<file path="src/icache/icache_lru.sv">
// icache replacement store: one LRU bit per set
module icache_lru #(
    parameter int INDEX_W = 8,
    localparam int SETS = 1 << INDEX_W
) (
    input  logic               clk_tmp,
    input  logic               rst_n,
    input  logic [INDEX_W-1:0] index,
    input  logic               hit_pulse,
    input  logic               fill_pulse,
    input  logic               use_way,
    output logic               victim
);

    logic [SETS-1:0] lru_q;                 // names the way to evict next

    assign victim = lru_q[index];

    // the way just touched becomes most recent
    always_ff @(posedge clk_tmp or negedge rst_n) begin
        if (!rst_n) begin
            lru_q <= '0;
        end else if (hit_pulse || fill_pulse) begin
            lru_q[index] <= ~use_way;
        end
    end

endmodule

</file>
<file path="config.mk">
export PLATFORM = sky130hd
export DESIGN_NAME = icache_lru
export DESIGN_NICKNAME = d
export VERILOG_FILES = /design/src/icache/icache_lru.sv
export SDC_FILE = /design/constraint.sdc
export NUM_CORES = 1
export LEC_CHECK = 0
export BUFFER_PORTS_ARGS = -buffer_cell sky130_fd_sc_hd__buf_2
export CAP_MARGIN = 20
export CORE_MARGIN = 1
export CORE_UTILIZATION = 60
export DETAILED_ROUTE_END_ITERATION = 8
export PLACE_DENSITY = 0.72
export SLEW_MARGIN = 20
export SYNTH_ARGS = -nofsm -noshare
export SYNTH_HDL_FRONTEND = slang
export SYNTH_SLANG_ARGS = --single-unit
</file>
<file path="constraint.sdc">
create_clock -name clk_tmp -period 4.85 [get_ports clk_tmp]
set_input_delay 0.2425 -clock clk_tmp [delete_from_list [all_inputs] [get_ports clk_tmp]]
set_output_delay 0.2425 -clock clk_tmp [all_outputs]
set_load 0.005 [all_outputs]
</file>
Word-level counts from Yosys, hierarchy flattened. Index checks and enable logic that the tools add are counted.

$lt $le $gt $ge: 2. Muxes and demuxes: 5. Bitwise gates (word level): 1. Reduce and logical (&&, ||, !) cells: 2.

Operators by type and width (count): $bwmux 256 (1); $lt 8x9->1 const B (1); $bmux 1 s8 (1); $demux 1 s8 (1); $ge 8x1->1 const B (1); $mux 1 (2); $logic_and 1x1->1 (1); $logic_or 1x1->1 (1); $not 1->1 (1).

Bits in registers: 256. Output and inout port bits: 1. Word-level logic and storage cells: 11.

Longest topological paths before layout.
Word-level depth: 5. Depth in mapped cells: 9. Depth with buffers taken out: 6.

Least setup slack after synthesis. Ideal clock, no wire load.

Path type: input-to-output. Start: input port index[1]. End: output port victim. Arrival: 2075 ps. Required time: 4608 ps. Slack: 2532 ps. Cell stages on the path: 8. Buffers on the path: 2. Cells stage by stage: clkbuf_1 > clkbuf_1 > mux4_2 > a22oi_1 > a21oi_1 > nor4_1 > o22ai_1 > or3_1.

Word-level cells in the longest chain between the ends: 2.

Ends and longest elaborated chain: start, declared (line 8) `input logic [INDEX_W-1:0] index,`; $bmux 1 s8 (line 17) `assign victim = lru_q[index];`; $mux 1 (implied by the code) (line 17); end, declared (line 12) `output logic victim`.

Every way passes these cells. The select of a mux whose other input is x is not followed.

Worst setup path in the final report.
Start: input port index[0]. End: output port victim.

Same word-level chain as after synthesis.

==> results.cfg <==
[run_status]
outcome = complete, no violations

[sta]
fin_tns_setup_ns = 0
final-setup-viol-count = 0
whs_ns = 0.201
rsz0062_at_grt = no
hold_viol = 0
fin_crit_sh_pct = 72.6
fin_skew_ns = 0
layout_min_cycle_time_ns = 3.52
relSlewSlack_pct = 32.2
slew_violations = 0
fmax_ghz = 0.284
tightestPinTransition_ns = 1.02

[setup_path]
r2r_setup_slack_ns = 4.08
cp.arrival_ns = 3.28
r2r_start = lru_q[75]$_DFFE_PN0P_
reg2reg_to = lru_q[75]$_DFFE_PN0P_
path_class = in -> out
startpoint_type = input port
critPathMaxFanout = 48
worst_setup_path_end_kind = primary output
r2r_cells = 2
required_ns = 4.61

[yosys]
ys.flop_type = dfrtp_1
yosys-top-cells-area = dfrtp_1 (53%), a31oi_1 (13%), mux4_2 (12%), a21oi_1 (11%), clkbuf_1 (4.2%)
syn_area_per_cell_sq_um = 11.0
synth_area_sq_um = 12000
async_flop_share_pct = 100
synth-edff-count = 0
syn_nets = 1106
yosys_warnings = 0
yosysMostFrequentCell = a21oi_1
yosys.area.top_type = dfrtp_1
ys_top_cells_by_count = a21oi_1 (268), a31oi_1 (256), dfrtp_1 (256)
ys_ff_latch = 256
ys_types = 22
yosys.area.top_type_share_pct = 53.4
yosysSeqAreaShare_pct = 53.4
synth_cells = 1093

[hold_path]
hp-class = in -> async

[global_route]
gr-usage-met2_pct = 48.7
grt_max_degree = 137
grt_usage_pct = 32.1
met1_usage_pct = 46.7
top_usage_layer = met2
antenna_found_initial = 0
grt_pass1_vias = 8668
grt_first_pass_wirelength_microns = 50300
grt_overflow_total = 0
grtUsageMet3_pct = 5.33

[drt]
wire_per_inst_microns = 24.3
dr.pass1.iters = 5
routed_via_density = 7.16
vias = 9320
postRouteAntennaNets = 0
wl_microns = 31700
first_iter_violations = 1121
drc_errors = 0

[pwr]
combPwrFrac_pct = 12.3
power_switching_mw = 1.37
switching_share_pct = 25.2
ir_drop_mv = 0.228
powerDensity_nw_per_um2 = 413
seqPwrFrac_pct = 46.1
p_int_mw = 4.08
p_clk_share_pct = 41.6
leakagePower_nw = 5.47

[run]
cap_violations = 0

[final_layout]
final_nets = 1030
top_register = lru_q
n_fill_cell = 1510
diodes = 0
stdcell_area_sq_um = 13200
syn_to_final_growth_pct = 10.0
reg_top3 = lru_q (256)
largest_register_ffs = 256
drive_gt1_share_pct = 18.5

[clocking]
cts_resized = 0
post-cts-setup-buffer-count = 0
clock_path_buffers = 3
ctsHoldBuffers = 1
htree_levels = 1
clock_sinks = 256
cts_tree = built
clkSlewWorstSetupHoldPaths_ns = 0.06
worstSkewPairLatency_ns = 0.53
numCtsBuffers = 27
clock-root-buffer = clkbuf_16

[die]
die_width_microns = 143
fp.dieH_microns = 143
ios = 14
core_region_area_sq_um = 19500
die_area_sq_um = 20600
placementRows = 51
initial_core_util_pct = 61.4

[place]
dp_hpwl_microns = 17400
place_area_sq_um = 12200
place_congestion = 0.822
numPortBuffers = 13
==> worst max path at each step <==
| stage | startpoint | end | slack (ns) | cells after the start |
|---|---|---|---|---|
| 5_1_grt | index[0] | victim | 1.12 | 9 |
| 3_5_place_dp | index[0] | victim | 1.35 | 8 |
| 3_3_place_gp | index[0] | victim | 1.35 | 9 |
| 4_1_cts | index[0] | victim | 1.35 | 9 |
| 6_report | index[0] | victim | 1.33 | 9 |
| 2_1_floorplan | index[1] | victim | 2.53 | 8 |
==> logic make-up after synthesis <==
| group | Yosys count | share of synthesized area (%) |
|---|---|---|
| simple gates | 57 | 2.32 |
| compound gates | 562 | 26.9 |
| flops | 256 | 53.4 |
| mux | 64 | 12.0 |
| buf+inv | 154 | 5.34 |
==> placed cells by master (no fill, tap or decap), drive strengths merged, types with 2 or more instances in the layout <==
cell type | synthesis | final
a211oi | 4 | 4
a21oi | 268 | 268
a22oi | 32 | 32
a31oi | 256 | 256
buf | 21 | 48
bufinv | 0 | 6
clkbuf | 133 | 34
clkinv | 0 | 5
clkinvlp | 0 | 2
dfrtp | 256 | 256
inv | 0 | 2
mux4 | 64 | 64
nand2 | 4 | 4
nand2b | 6 | 6
nor2 | 25 | 25
nor2b | 2 | 2
nor3 | 11 | 11
nor4 | 5 | 5
or3 | 2 | 2
==> power by group through the flow <==
stage	logic, mW	registers [mW]	clock network (mW)
floorplan	0.503	2.50	0
CTS	0.667	2.51	2.30
finish	0.672	2.51	2.26
global route	0.745	2.54	2.39
detailed placement	0.665	2.54	0
global placement	0.640	2.54	0
==> per-layer routing <==
metal / up-vias / wire length, microns
li1: 4123 / -
met1: 4622 / 13100
met3: 101 / 2420
met5: - / 0
met2: 474 / 14800
met4: 0 / 1270
==> worst max-delay path, stage by stage <==
cell and delay, ns:
buf_4 0.72, buf_4 0.41, mux4_2 0.55, a22oi_1 0.24, a21oi_1 0.10, nor4_1 0.34, nor3_1 0.09, or3_1 0.40
buf_2 0.15
==> cell type report <==
| class | instances | area [sq um] | area share (%) |
|---|---|---|---|
| Clock buffer | 34 | 742 | 5.62 |
| Clock inverter | 15 | 240 | 1.82 |
| Multi-Input combinational cell | 683 | 5100 | 38.7 |
| Sequential cell | 256 | 6410 | 48.6 |
| Tap cell | 265 | 332 | 2.51 |
| Timing Repair Buffer | 49 | 369 | 2.80 |
==> stage by stage <==
stage / util (%) / instances / power [mW] / setup slack (ns)
global placement: 62.2 / 1252 / 3.18 / 1.35
global route: 67.6 / 1302 / 5.67 / 1.12
floorplan: - / 1093 / 3.00 / 2.53
finish: 67.6 / 1302 / 5.45 / 1.33
detailed placement: 62.2 / 1252 / 3.21 / 1.35
CTS: 67.3 / 1302 / 5.47 / 1.35
No activity file was read; power rests on OpenSTA's default activity.
