<file path="config.mk">
export PLATFORM = sky130hd
export DESIGN_NAME = icache_ctrl
export DESIGN_NICKNAME = d
export VERILOG_FILES = /design/src/common/icache_pkg.sv /design/src/icache/icache_ctrl.sv
export SDC_FILE = /design/constraint.sdc
export NUM_CORES = 1
export LEC_CHECK = 0
export BUFFER_PORTS_ARGS = -buffer_cell sky130_fd_sc_hd__buf_4
export CAP_MARGIN = 20
export CORE_AREA = 3 3 268 270
export CTS_CLUSTER_DIAMETER = 40
export DETAILED_ROUTE_END_ITERATION = 10
export DIE_AREA = 0 0 271 273
export PLACE_DENSITY = 0.3
export SETUP_SLACK_MARGIN = 0.5
export SYNTH_ARGS = -nofsm -noshare
export SYNTH_HDL_FRONTEND = slang
export SYNTH_SLANG_ARGS = --single-unit
</file>
<file path="constraint.sdc">
create_clock -name clk_tmp -period 5.12 [get_ports clk_tmp]
set_input_delay 0.768 -clock clk_tmp [delete_from_list [all_inputs] [get_ports clk_tmp]]
set_output_delay 0.768 -clock clk_tmp [all_outputs]
set_load 0.01 [all_outputs]
</file>
<file path="src/common/icache_pkg.sv">
// icache shared types, line geometry constants and controller state encoding
package icache_pkg;

    // address and line geometry
    localparam int ADDR_W         = 32;
    localparam int WORD_W         = 32;
    localparam int WORDS_PER_LINE = 4;
    localparam int LINE_W         = WORD_W * WORDS_PER_LINE;
    localparam int OFFSET_W       = 4;      // byte offset inside a 16-byte line
    localparam int WORD_LSB       = 2;      // addr[3:2] picks the word
    localparam int WORD_SEL_W     = 2;

    // fetch address from the core
    typedef logic [ADDR_W-1:0] addr_t;

    // one instruction word
    typedef logic [WORD_W-1:0] word_t;

    // full line, word 0 sits in bits 31:0
    typedef logic [LINE_W-1:0] line_t;

    // controller FSM
    typedef enum logic [2:0] {
        IC_IDLE      = 3'd0,    // one cycle after reset
        IC_ACCESS    = 3'd1,    // lookup on fetch
        IC_WAIT_L2   = 3'd2,    // miss, L2 still busy
        IC_L2_ACCESS = 3'd3,    // request out, waiting for rdy
        IC_REFILL    = 3'd4     // replay lookup after line write
    } ic_state_t;

endpackage

</file>
<file path="src/icache/icache_ctrl.sv">
// icache controller: tag compare, word select, miss FSM, victim choice and way write strobes
module icache_ctrl import icache_pkg::*; #(
    parameter int INDEX_W = 8,
    localparam int TAG_W = ADDR_W - INDEX_W - OFFSET_W
) (
    input  logic               clk_tmp,
    input  logic               rst_n,
    // core side
    input  logic               fetch,
    input  addr_t              if_addr,
    output word_t              instr,
    output logic               instr_valid,
    output logic               miss_stall,
    // L2 side
    input  logic               l2_busy,
    input  logic               l2_rdy,
    input  line_t              l2_line,
    output logic               l2_req,
    output addr_t              l2_addr,
    // way stores
    output logic [INDEX_W-1:0] index,
    input  logic               valid0,
    input  logic               valid1,
    input  logic [TAG_W-1:0]   tag0,
    input  logic [TAG_W-1:0]   tag1,
    input  line_t              line0,
    input  line_t              line1,
    output logic [1:0]         way_we,
    output logic [TAG_W-1:0]   wr_tag,
    output line_t              wr_line,
    // LRU store
    input  logic               victim,
    output logic               hit_pulse,
    output logic               fill_pulse,
    output logic               use_way
);

    ic_state_t             state;
    addr_t                 addr_q;      // fetch address kept for the miss
    addr_t                 lk_addr;
    logic [TAG_W-1:0]      lk_tag;
    logic [WORD_SEL_W-1:0] word_sel;
    logic                  lookup_en;
    logic                  hit0;
    logic                  hit1;
    logic                  hit;
    logic                  hit_way;
    logic                  fill_way;
    logic                  fill_now;
    line_t                 hit_line;

    // live address on a new fetch, held copy everywhere else
    assign lk_addr  = (state == IC_ACCESS) ? if_addr : addr_q;
    assign index    = lk_addr[OFFSET_W +: INDEX_W];
    assign lk_tag   = lk_addr[ADDR_W-1 -: TAG_W];
    assign word_sel = lk_addr[WORD_LSB +: WORD_SEL_W];

    // new fetch, or replay once the refilled line is in place
    assign lookup_en = (state == IC_ACCESS && fetch) || (state == IC_REFILL);

    assign hit0     = valid0 && (tag0 == lk_tag);
    assign hit1     = valid1 && (tag1 == lk_tag);
    assign hit      = hit0 || hit1;
    assign hit_way  = !hit0;                    // way 0 wins a double hit
    assign hit_line = hit0 ? line0 : line1;

    // empty way 0, then empty way 1, then LRU pick
    always_comb begin
        if (!valid0) begin
            fill_way = 1'b0;
        end else if (!valid1) begin
            fill_way = 1'b1;
        end else begin
            fill_way = victim;
        end
    end

    // line write lands on the l2_rdy edge
    assign fill_now = (state == IC_L2_ACCESS) && l2_rdy;
    assign way_we   = {fill_now && fill_way, fill_now && !fill_way};
    assign wr_tag   = lk_tag;
    assign wr_line  = l2_line;

    assign hit_pulse  = lookup_en && hit;
    assign fill_pulse = fill_now;
    assign use_way    = fill_now ? fill_way : hit_way;

    assign l2_addr = {addr_q[ADDR_W-1:OFFSET_W], {OFFSET_W{1'b0}}};

    // control FSM
    always_ff @(posedge clk_tmp or negedge rst_n) begin
        if (!rst_n) begin
            state       <= IC_IDLE;
            instr_valid <= 1'b0;
            miss_stall  <= 1'b0;
            l2_req      <= 1'b0;
        end else begin
            instr_valid <= 1'b0;                // one-cycle pulse
            case (state)
                IC_IDLE: begin
                    state <= IC_ACCESS;
                end
                IC_ACCESS, IC_REFILL: begin
                    if (lookup_en) begin
                        if (hit) begin
                            instr_valid <= 1'b1;
                            miss_stall  <= 1'b0;
                            state       <= IC_ACCESS;
                        end else begin
                            miss_stall <= 1'b1;
                            if (l2_busy) begin
                                state <= IC_WAIT_L2;
                            end else begin
                                l2_req <= 1'b1;
                                state  <= IC_L2_ACCESS;
                            end
                        end
                    end
                end
                IC_WAIT_L2: begin
                    if (!l2_busy) begin
                        l2_req <= 1'b1;
                        state  <= IC_L2_ACCESS;
                    end
                end
                IC_L2_ACCESS: begin
                    if (l2_rdy) begin
                        l2_req <= 1'b0;
                        state  <= IC_REFILL;
                    end
                end
                default: begin
                    state <= IC_IDLE;
                end
            endcase
        end
    end

    // address and instruction payload
    always_ff @(posedge clk_tmp) begin
        if (state == IC_ACCESS && fetch) begin
            addr_q <= if_addr;
        end
        if (lookup_en && hit) begin
            instr <= hit_line[word_sel*WORD_W +: WORD_W];
        end
    end

endmodule

</file>
---- After elaboration in Yosys (flattened, before gate mapping) ----
Cells that the tools add are included.
storage, ports and cells
  logic and storage cells ................. 54
  register bits after elaboration ......... 70
  input port bits ......................... 464
operators by class
  reduce and logical (&&, ||, !) cells .... 17
  mux-type cells .......................... 20
  shift operators ......................... 1
  eq/ne operators ......................... 10
operators with widths
  operator              count
  $mux W128             1
  $shiftx A128 B8 Y32   1
  $eq A20 B20 Y1        2
  $mux W32              1
  $mux W1               12
  $pmux W3 S4           1
  $mux W3               3
  $ne A2 B2 Y1 const B  4
  $logic_and A1 B1 Y1   7
  $eq A3 B2 Y1 const B  2
  $reduce_and A4 Y1     1
  $eq A3 B1 Y1 const B  1
  $eq A3 B3 Y1 const B  1
  $logic_not A3 Y1      1
  $pmux W1 S3           1
  $reduce_and A3 Y1     1
  $reduce_bool A3 Y1    1
  $logic_not A1 Y1      2
  $logic_or A1 B1 Y1    2
  $mux W2               1
  $reduce_and A2 Y1     1
  $reduce_or A2 Y1      1

---- Longest topological paths before layout ----
  word-level depth ........................ 8
  depth in mapped cells ................... 15

---- Worst setup path after synthesis ----
No wires, ideal clock.
  path kind ............................... register -> output
  from .................................... register state[2]
  to ...................................... output port hit_pulse
  cell stages (with the launch flop) ...... 13
  data arrival time ....................... 4.016 ns
  slack ................................... 0.336 ns
  cell sequence ........................... dfrtp_1 > nor3b_2 > buf_6 > buf_6 > buf_6 > buf_6 > mux2_4 > xor2_1 > nor4_1 > nand4_1 > nor4b_2 > o21bai_1 > nor2_1
on the way
  longest elaborated chain between the ends .. 6
  elaborated cells between the ends (all ways) .. 11
  those cells by class .................... 4 x eq/ne; 1 x mux; 6 x reduce/logical
RTL lines
  what                                           RTL line                              text
  start: declaration                             icache_ctrl.sv:38                     ic_state_t state;
  start signal: assignment                       icache_ctrl.sv:93                     state <= IC_IDLE;
  start signal: assignment                       icache_ctrl.sv:101                    state <= IC_ACCESS;
  start signal: assignment                       icache_ctrl.sv:108                    state <= IC_ACCESS;
  $eq A3 B1 Y1 (*)                               icache_ctrl.sv:53                     assign lk_addr = (state == IC_ACCESS) ? if_addr : addr_q;
  $mux W32 (*)                                   icache_ctrl.sv:53
  net wr_tag[18]                                 icache_ctrl.sv:29                     output logic [TAG_W-1:0] wr_tag,
  $eq A20 B20 Y1, on equally long branches       icache_ctrl.sv:61, icache_ctrl.sv:62
  $logic_and A1 B1 Y1, on equally long branches  icache_ctrl.sv:61, icache_ctrl.sv:62
  $logic_or A1 B1 Y1 (*)                         icache_ctrl.sv:63                     assign hit = hit0 || hit1;
  $logic_and A1 B1 Y1 (*)                        icache_ctrl.sv:84                     assign hit_pulse = lookup_en && hit;
  end: declaration                               icache_ctrl.sv:33                     output logic hit_pulse,
The timed path passes the listed nets; every way through them passes the cells marked *.

---- Worst setup path after layout ----
  from .................................... register state[2]
  to ...................................... output port hit_pulse
on the way
  longest elaborated chain between the ends .. 6
  elaborated cells between the ends (all ways) .. 11
  those cells by class .................... 4 x eq/ne; 1 x mux; 6 x reduce/logical
RTL lines
  what                                           RTL line
  $eq A3 B1 Y1                                   icache_ctrl.sv:53, icache_ctrl.sv:59
  $mux W32                                       icache_ctrl.sv:53
  $eq A20 B20 Y1, on equally long branches       icache_ctrl.sv:61, icache_ctrl.sv:62
  $logic_and A1 B1 Y1, on equally long branches  icache_ctrl.sv:61, icache_ctrl.sv:62
  $logic_or A1 B1 Y1                             icache_ctrl.sv:63
  $logic_and A1 B1 Y1 (*)                        icache_ctrl.sv:84
Mark *: on every way between the ends. The rest lies on a longest branch, timed or not.

==> summary by stage <==
Die
Once the floorplan was initialized, standard cells occupied 10.34% of the core. The die is 273 um tall. The die is 271 um wide. Row generation in the floorplan step produced 97 rows.

In this run the count of I/O pins placed on the die edge is 692. The standard cell core area is between 60000 and 70000 um^2. The die covers 73980 um^2.

Timing
On the final layout, the worst clock skew is ~12 ps. Of the available clock period, the critical path in the final layout requires approximately 85%. The fmax is around 0.23 GHz. The count of final setup violators is 0. The slew at the pin with the worst max-slew slack is 930.2 ps. The final-report hold violation count is 0. The clock period could shrink to around 4400 ps. The final max-slew violation count is 0.

Hold is met by around 190 ps. In this run the tightest slew margin relative to its limit is 37.99%. In the final timing run, aggregate negative setup slack is 0 ps.

Setup repair after global routing could not meet its margin everywhere.

Placement
At the end of routability-driven placement, the weighted congestion stood at 0.7823. The total of buffers placed on input and output ports is approximately 430. Detailed placement ended at an HPWL of 28540 um.

Outcome
The flow ran to the end, and the final reports show no timing, DRC or antenna violations.

CTS
For this design, the sink count on the clock tree is just under 70. TritonCTS built the clock tree. The clock latency on the worst-skew pair is approximately 380 ps. The maximum buffer depth of the clock tree is 2. CTS built an H-tree with a depth of 3. In this run, post-CTS hold repair placed 0 buffers.

The total CTS buffers is 9. Clock-pin slew was measured on the worst setup and hold paths at about 70 ps. The cell sitting at the root of the clock tree is a sky130_fd_sc_hd__clkbuf_16.

Synthesis
The sequential fraction of the synthesis area is between 20% and 30%. The top-area cell type share of the netlist area is approximately 28%. The total of flip-flops plus latches after synthesis is a little under 70. The largest area contributor in the synthesized netlist is sky130_fd_sc_hd__mux2i_1. In the post-synthesis netlist, the biggest area contributors are sky130_fd_sc_hd__mux2i_1 (28%), sky130_fd_sc_hd__edfxtp_1 (26%), sky130_fd_sc_hd__buf_4 (17%), sky130_fd_sc_hd__mux2_2 (7.0%), sky130_fd_sc_hd__xnor2_1 (3.0%). The Yosys step of the flow raised 0 warnings. The most repeated cell in the gate-level netlist after synthesis is sky130_fd_sc_hd__mux2i_1. The average instance in the mapped netlist occupies between 10 and 15 um^2. Counting instances in the post-synthesis netlist gives the leading cell types as sky130_fd_sc_hd__mux2i_1 (201), sky130_fd_sc_hd__buf_4 (161), sky130_fd_sc_hd__edfxtp_1 (62). The count of flip-flops with a built-in enable after synthesis is 62.

The number of distinct standard cells referenced by the synthesized netlist is between 50 and 60. The post-synthesis async set-or-reset flop share is under 10%. The mapped netlist covers approximately 7000 um^2.

The count of mapped cells out of synthesis is around 680. The most used flip-flop cell after synthesis is sky130_fd_sc_hd__edfxtp_1.

Worst setup path
The critical path capture point type is an output port. Of all nets on the critical path, the largest fanout is 13. At the worst endpoint, the arrival time is between 3000 and 4000 ps. The number of cells on the worst reg-to-reg path is 13. The worst setup path category is reg -> out.

STA puts the critical path data required time at ~4400 ps. The worst setup path is launched from a flop.

Layout
The fraction of layout instances using a drive strength above 1 is between 50% and 60%. The repair_antennas step left the layout with diodes totalling 0. In the final design database the tool counted 1422 nets. Relative to the synthesized area, the layout overhead comes to 49.91%.

Global route
Entering global routing, the biggest net connects between 50 and 60 pins. The number of antenna violations at the first check in global routing was 2. The via count of the first global-routing pass was 6651. The global-route usage over all layers is around 9%. The total grt overflow is 0. The first global-routing pass estimated approximately 47000 um of wire.

Power and ir drop
In this run the power density over the cells is 325.4 nW/um^2. The largest vdd supply drop is between 0.15 and 0.2 mV. The analysis attributes to cell leakage a power of between 4 and 5 nW.

Route
The routed length per instance is roughly 18 um. The number of remaining DRC errors is 0. The total routed wirelength is about 34000 um. The ratio of routed vias to standard cells is about 3.2. The first TritonRoute pass finished after 4 iterations. The detail route stage leaves a number of antenna-violating nets equal to 0. The total via count after detailed routing is around 6k. The initial DRC count is approximately 200.

Flow run
Max-cap violations in this run came to 0.

Worst hold path
The path class of the tightest hold or removal check is in -> async.
## report_power, final
part / internal [mW] / total (mW) / switching, mW
combinational: 1.02 / 2.04 / 1.02
clock: 0.377 / 0.707 / 0.330
sequential: 0.722 / 0.776 / 0.0548
total: 2.12 / 3.52 / 1.40
## worst paths after layout
path / startpoint / endpoint / slack, ps
setup / recovery: state[2] / hit_pulse / 760
hold / removal: rst_n / instr_valid / 190
setup reg to reg: state[2] / instr[31] / 960
hold reg to reg: miss_stall / miss_stall / 570
max in group asynchronous: rst_n / state[0] / 4800
min in group clk_tmp: miss_stall / miss_stall / 570
## timing repair
item                                   in CTS  in global routing
endpoints found under the hold margin       0                  0
cloned                                      0                  1
pin swaps                                   1                  1
setup endpoints to repair                   2                  2
gates resized for setup                     1                  4
setup buffers                               3                  1
## kinds of logic after synthesis
kind of cell,count (synthesis),share of synthesized area (%)
compound gates,31,2.845
xor+xnor,36,4.371
buf+inv,214,22.34
flops,68,27.89
mux,255,36.69
other cells,1,0.05199
simple gates,70,5.811
## cell usage in the layout, fill, tap and decap left out, types with 3 or more instances in the layout
cell                          n
sky130_fd_sc_hd__xor2_1      11
sky130_fd_sc_hd__mux2_2      45
sky130_fd_sc_hd__conb_1       4
sky130_fd_sc_hd__nor4_1       9
sky130_fd_sc_hd__edfxtp_1    62
sky130_fd_sc_hd__mux2i_1    198
sky130_fd_sc_hd__inv_1       22
sky130_fd_sc_hd__nand2b_1     6
sky130_fd_sc_hd__mux2i_4      3
sky130_fd_sc_hd__buf_4      452
sky130_fd_sc_hd__nor2_1      13
sky130_fd_sc_hd__clkbuf_16   10
sky130_fd_sc_hd__dfrtp_1      5
sky130_fd_sc_hd__mux2i_2      6
sky130_fd_sc_hd__a21oi_1      8
sky130_fd_sc_hd__mux2_4       3
sky130_fd_sc_hd__nor2b_1      5
sky130_fd_sc_hd__nor3_1       6
sky130_fd_sc_hd__nand2_1      9
sky130_fd_sc_hd__buf_12       6
sky130_fd_sc_hd__xnor2_1     25
sky130_fd_sc_hd__o21ai_0      6
## per-stage QoR
step	instances	power, mW	area (um^2)	setup WS, ps	util (%)
after floorplan	678	2.018	7227	875.9	-
after global placement	1881	2.820	10400	547.1	14.90
after detailed placement	1882	2.842	10430	543.6	14.94
after CTS	1901	3.610	10760	523.5	15.42
after global routing	1903	3.803	10810	491.7	15.49
final	1903	3.519	10810	755.5	15.49
## state kept, by name, summed over array words and instances, names as in the netlist
name	cells
state	3
addr_q	30
l2_req	1
instr_valid	1
instr	32
miss_stall	1
## layer usage
| layer | GRT usage (%) | part of all wire (%) |
|---|---|---|
| met5 | 0 | 0 |
| met4 | 2.825 | 1.9 |
| met3 | 3.442 | 8.9 |
| met2 | 15.67 | 50 |
| met1 | 10.08 | 39 |
## final cells by class
| type | instances | area [um^2] |
|---|---|---|
| Clock buffer | 9 | 225.2 |
| Clock inverter | 7 | 67.56 |
| Fill cell | 7954 | 58970 |
| Inverter | 22 | 82.58 |
| Multi-Input combinational cell | 396 | 3671 |
| Sequential cell | 68 | 2013 |
| Tap cell | 940 | 1176 |
| Timing Repair Buffer | 461 | 3577 |
## worst max-delay path, stage by stage, from the launching register on
cell and delay, ps:
sky130_fd_sc_hd__dfrtp_1 450, sky130_fd_sc_hd__nor3b_4 270, sky130_fd_sc_hd__buf_12 210, sky130_fd_sc_hd__buf_6 190, sky130_fd_sc_hd__mux2_2 380, sky130_fd_sc_hd__xor2_1 200
sky130_fd_sc_hd__nor3_1 220, sky130_fd_sc_hd__nand4_1 170, sky130_fd_sc_hd__nor4b_4 350, sky130_fd_sc_hd__buf_4 180, sky130_fd_sc_hd__o21bai_1 130, sky130_fd_sc_hd__nor2_4 140
sky130_fd_sc_hd__buf_12 140, sky130_fd_sc_hd__buf_4 130
No activity file was read; power rests on OpenSTA's default activity.
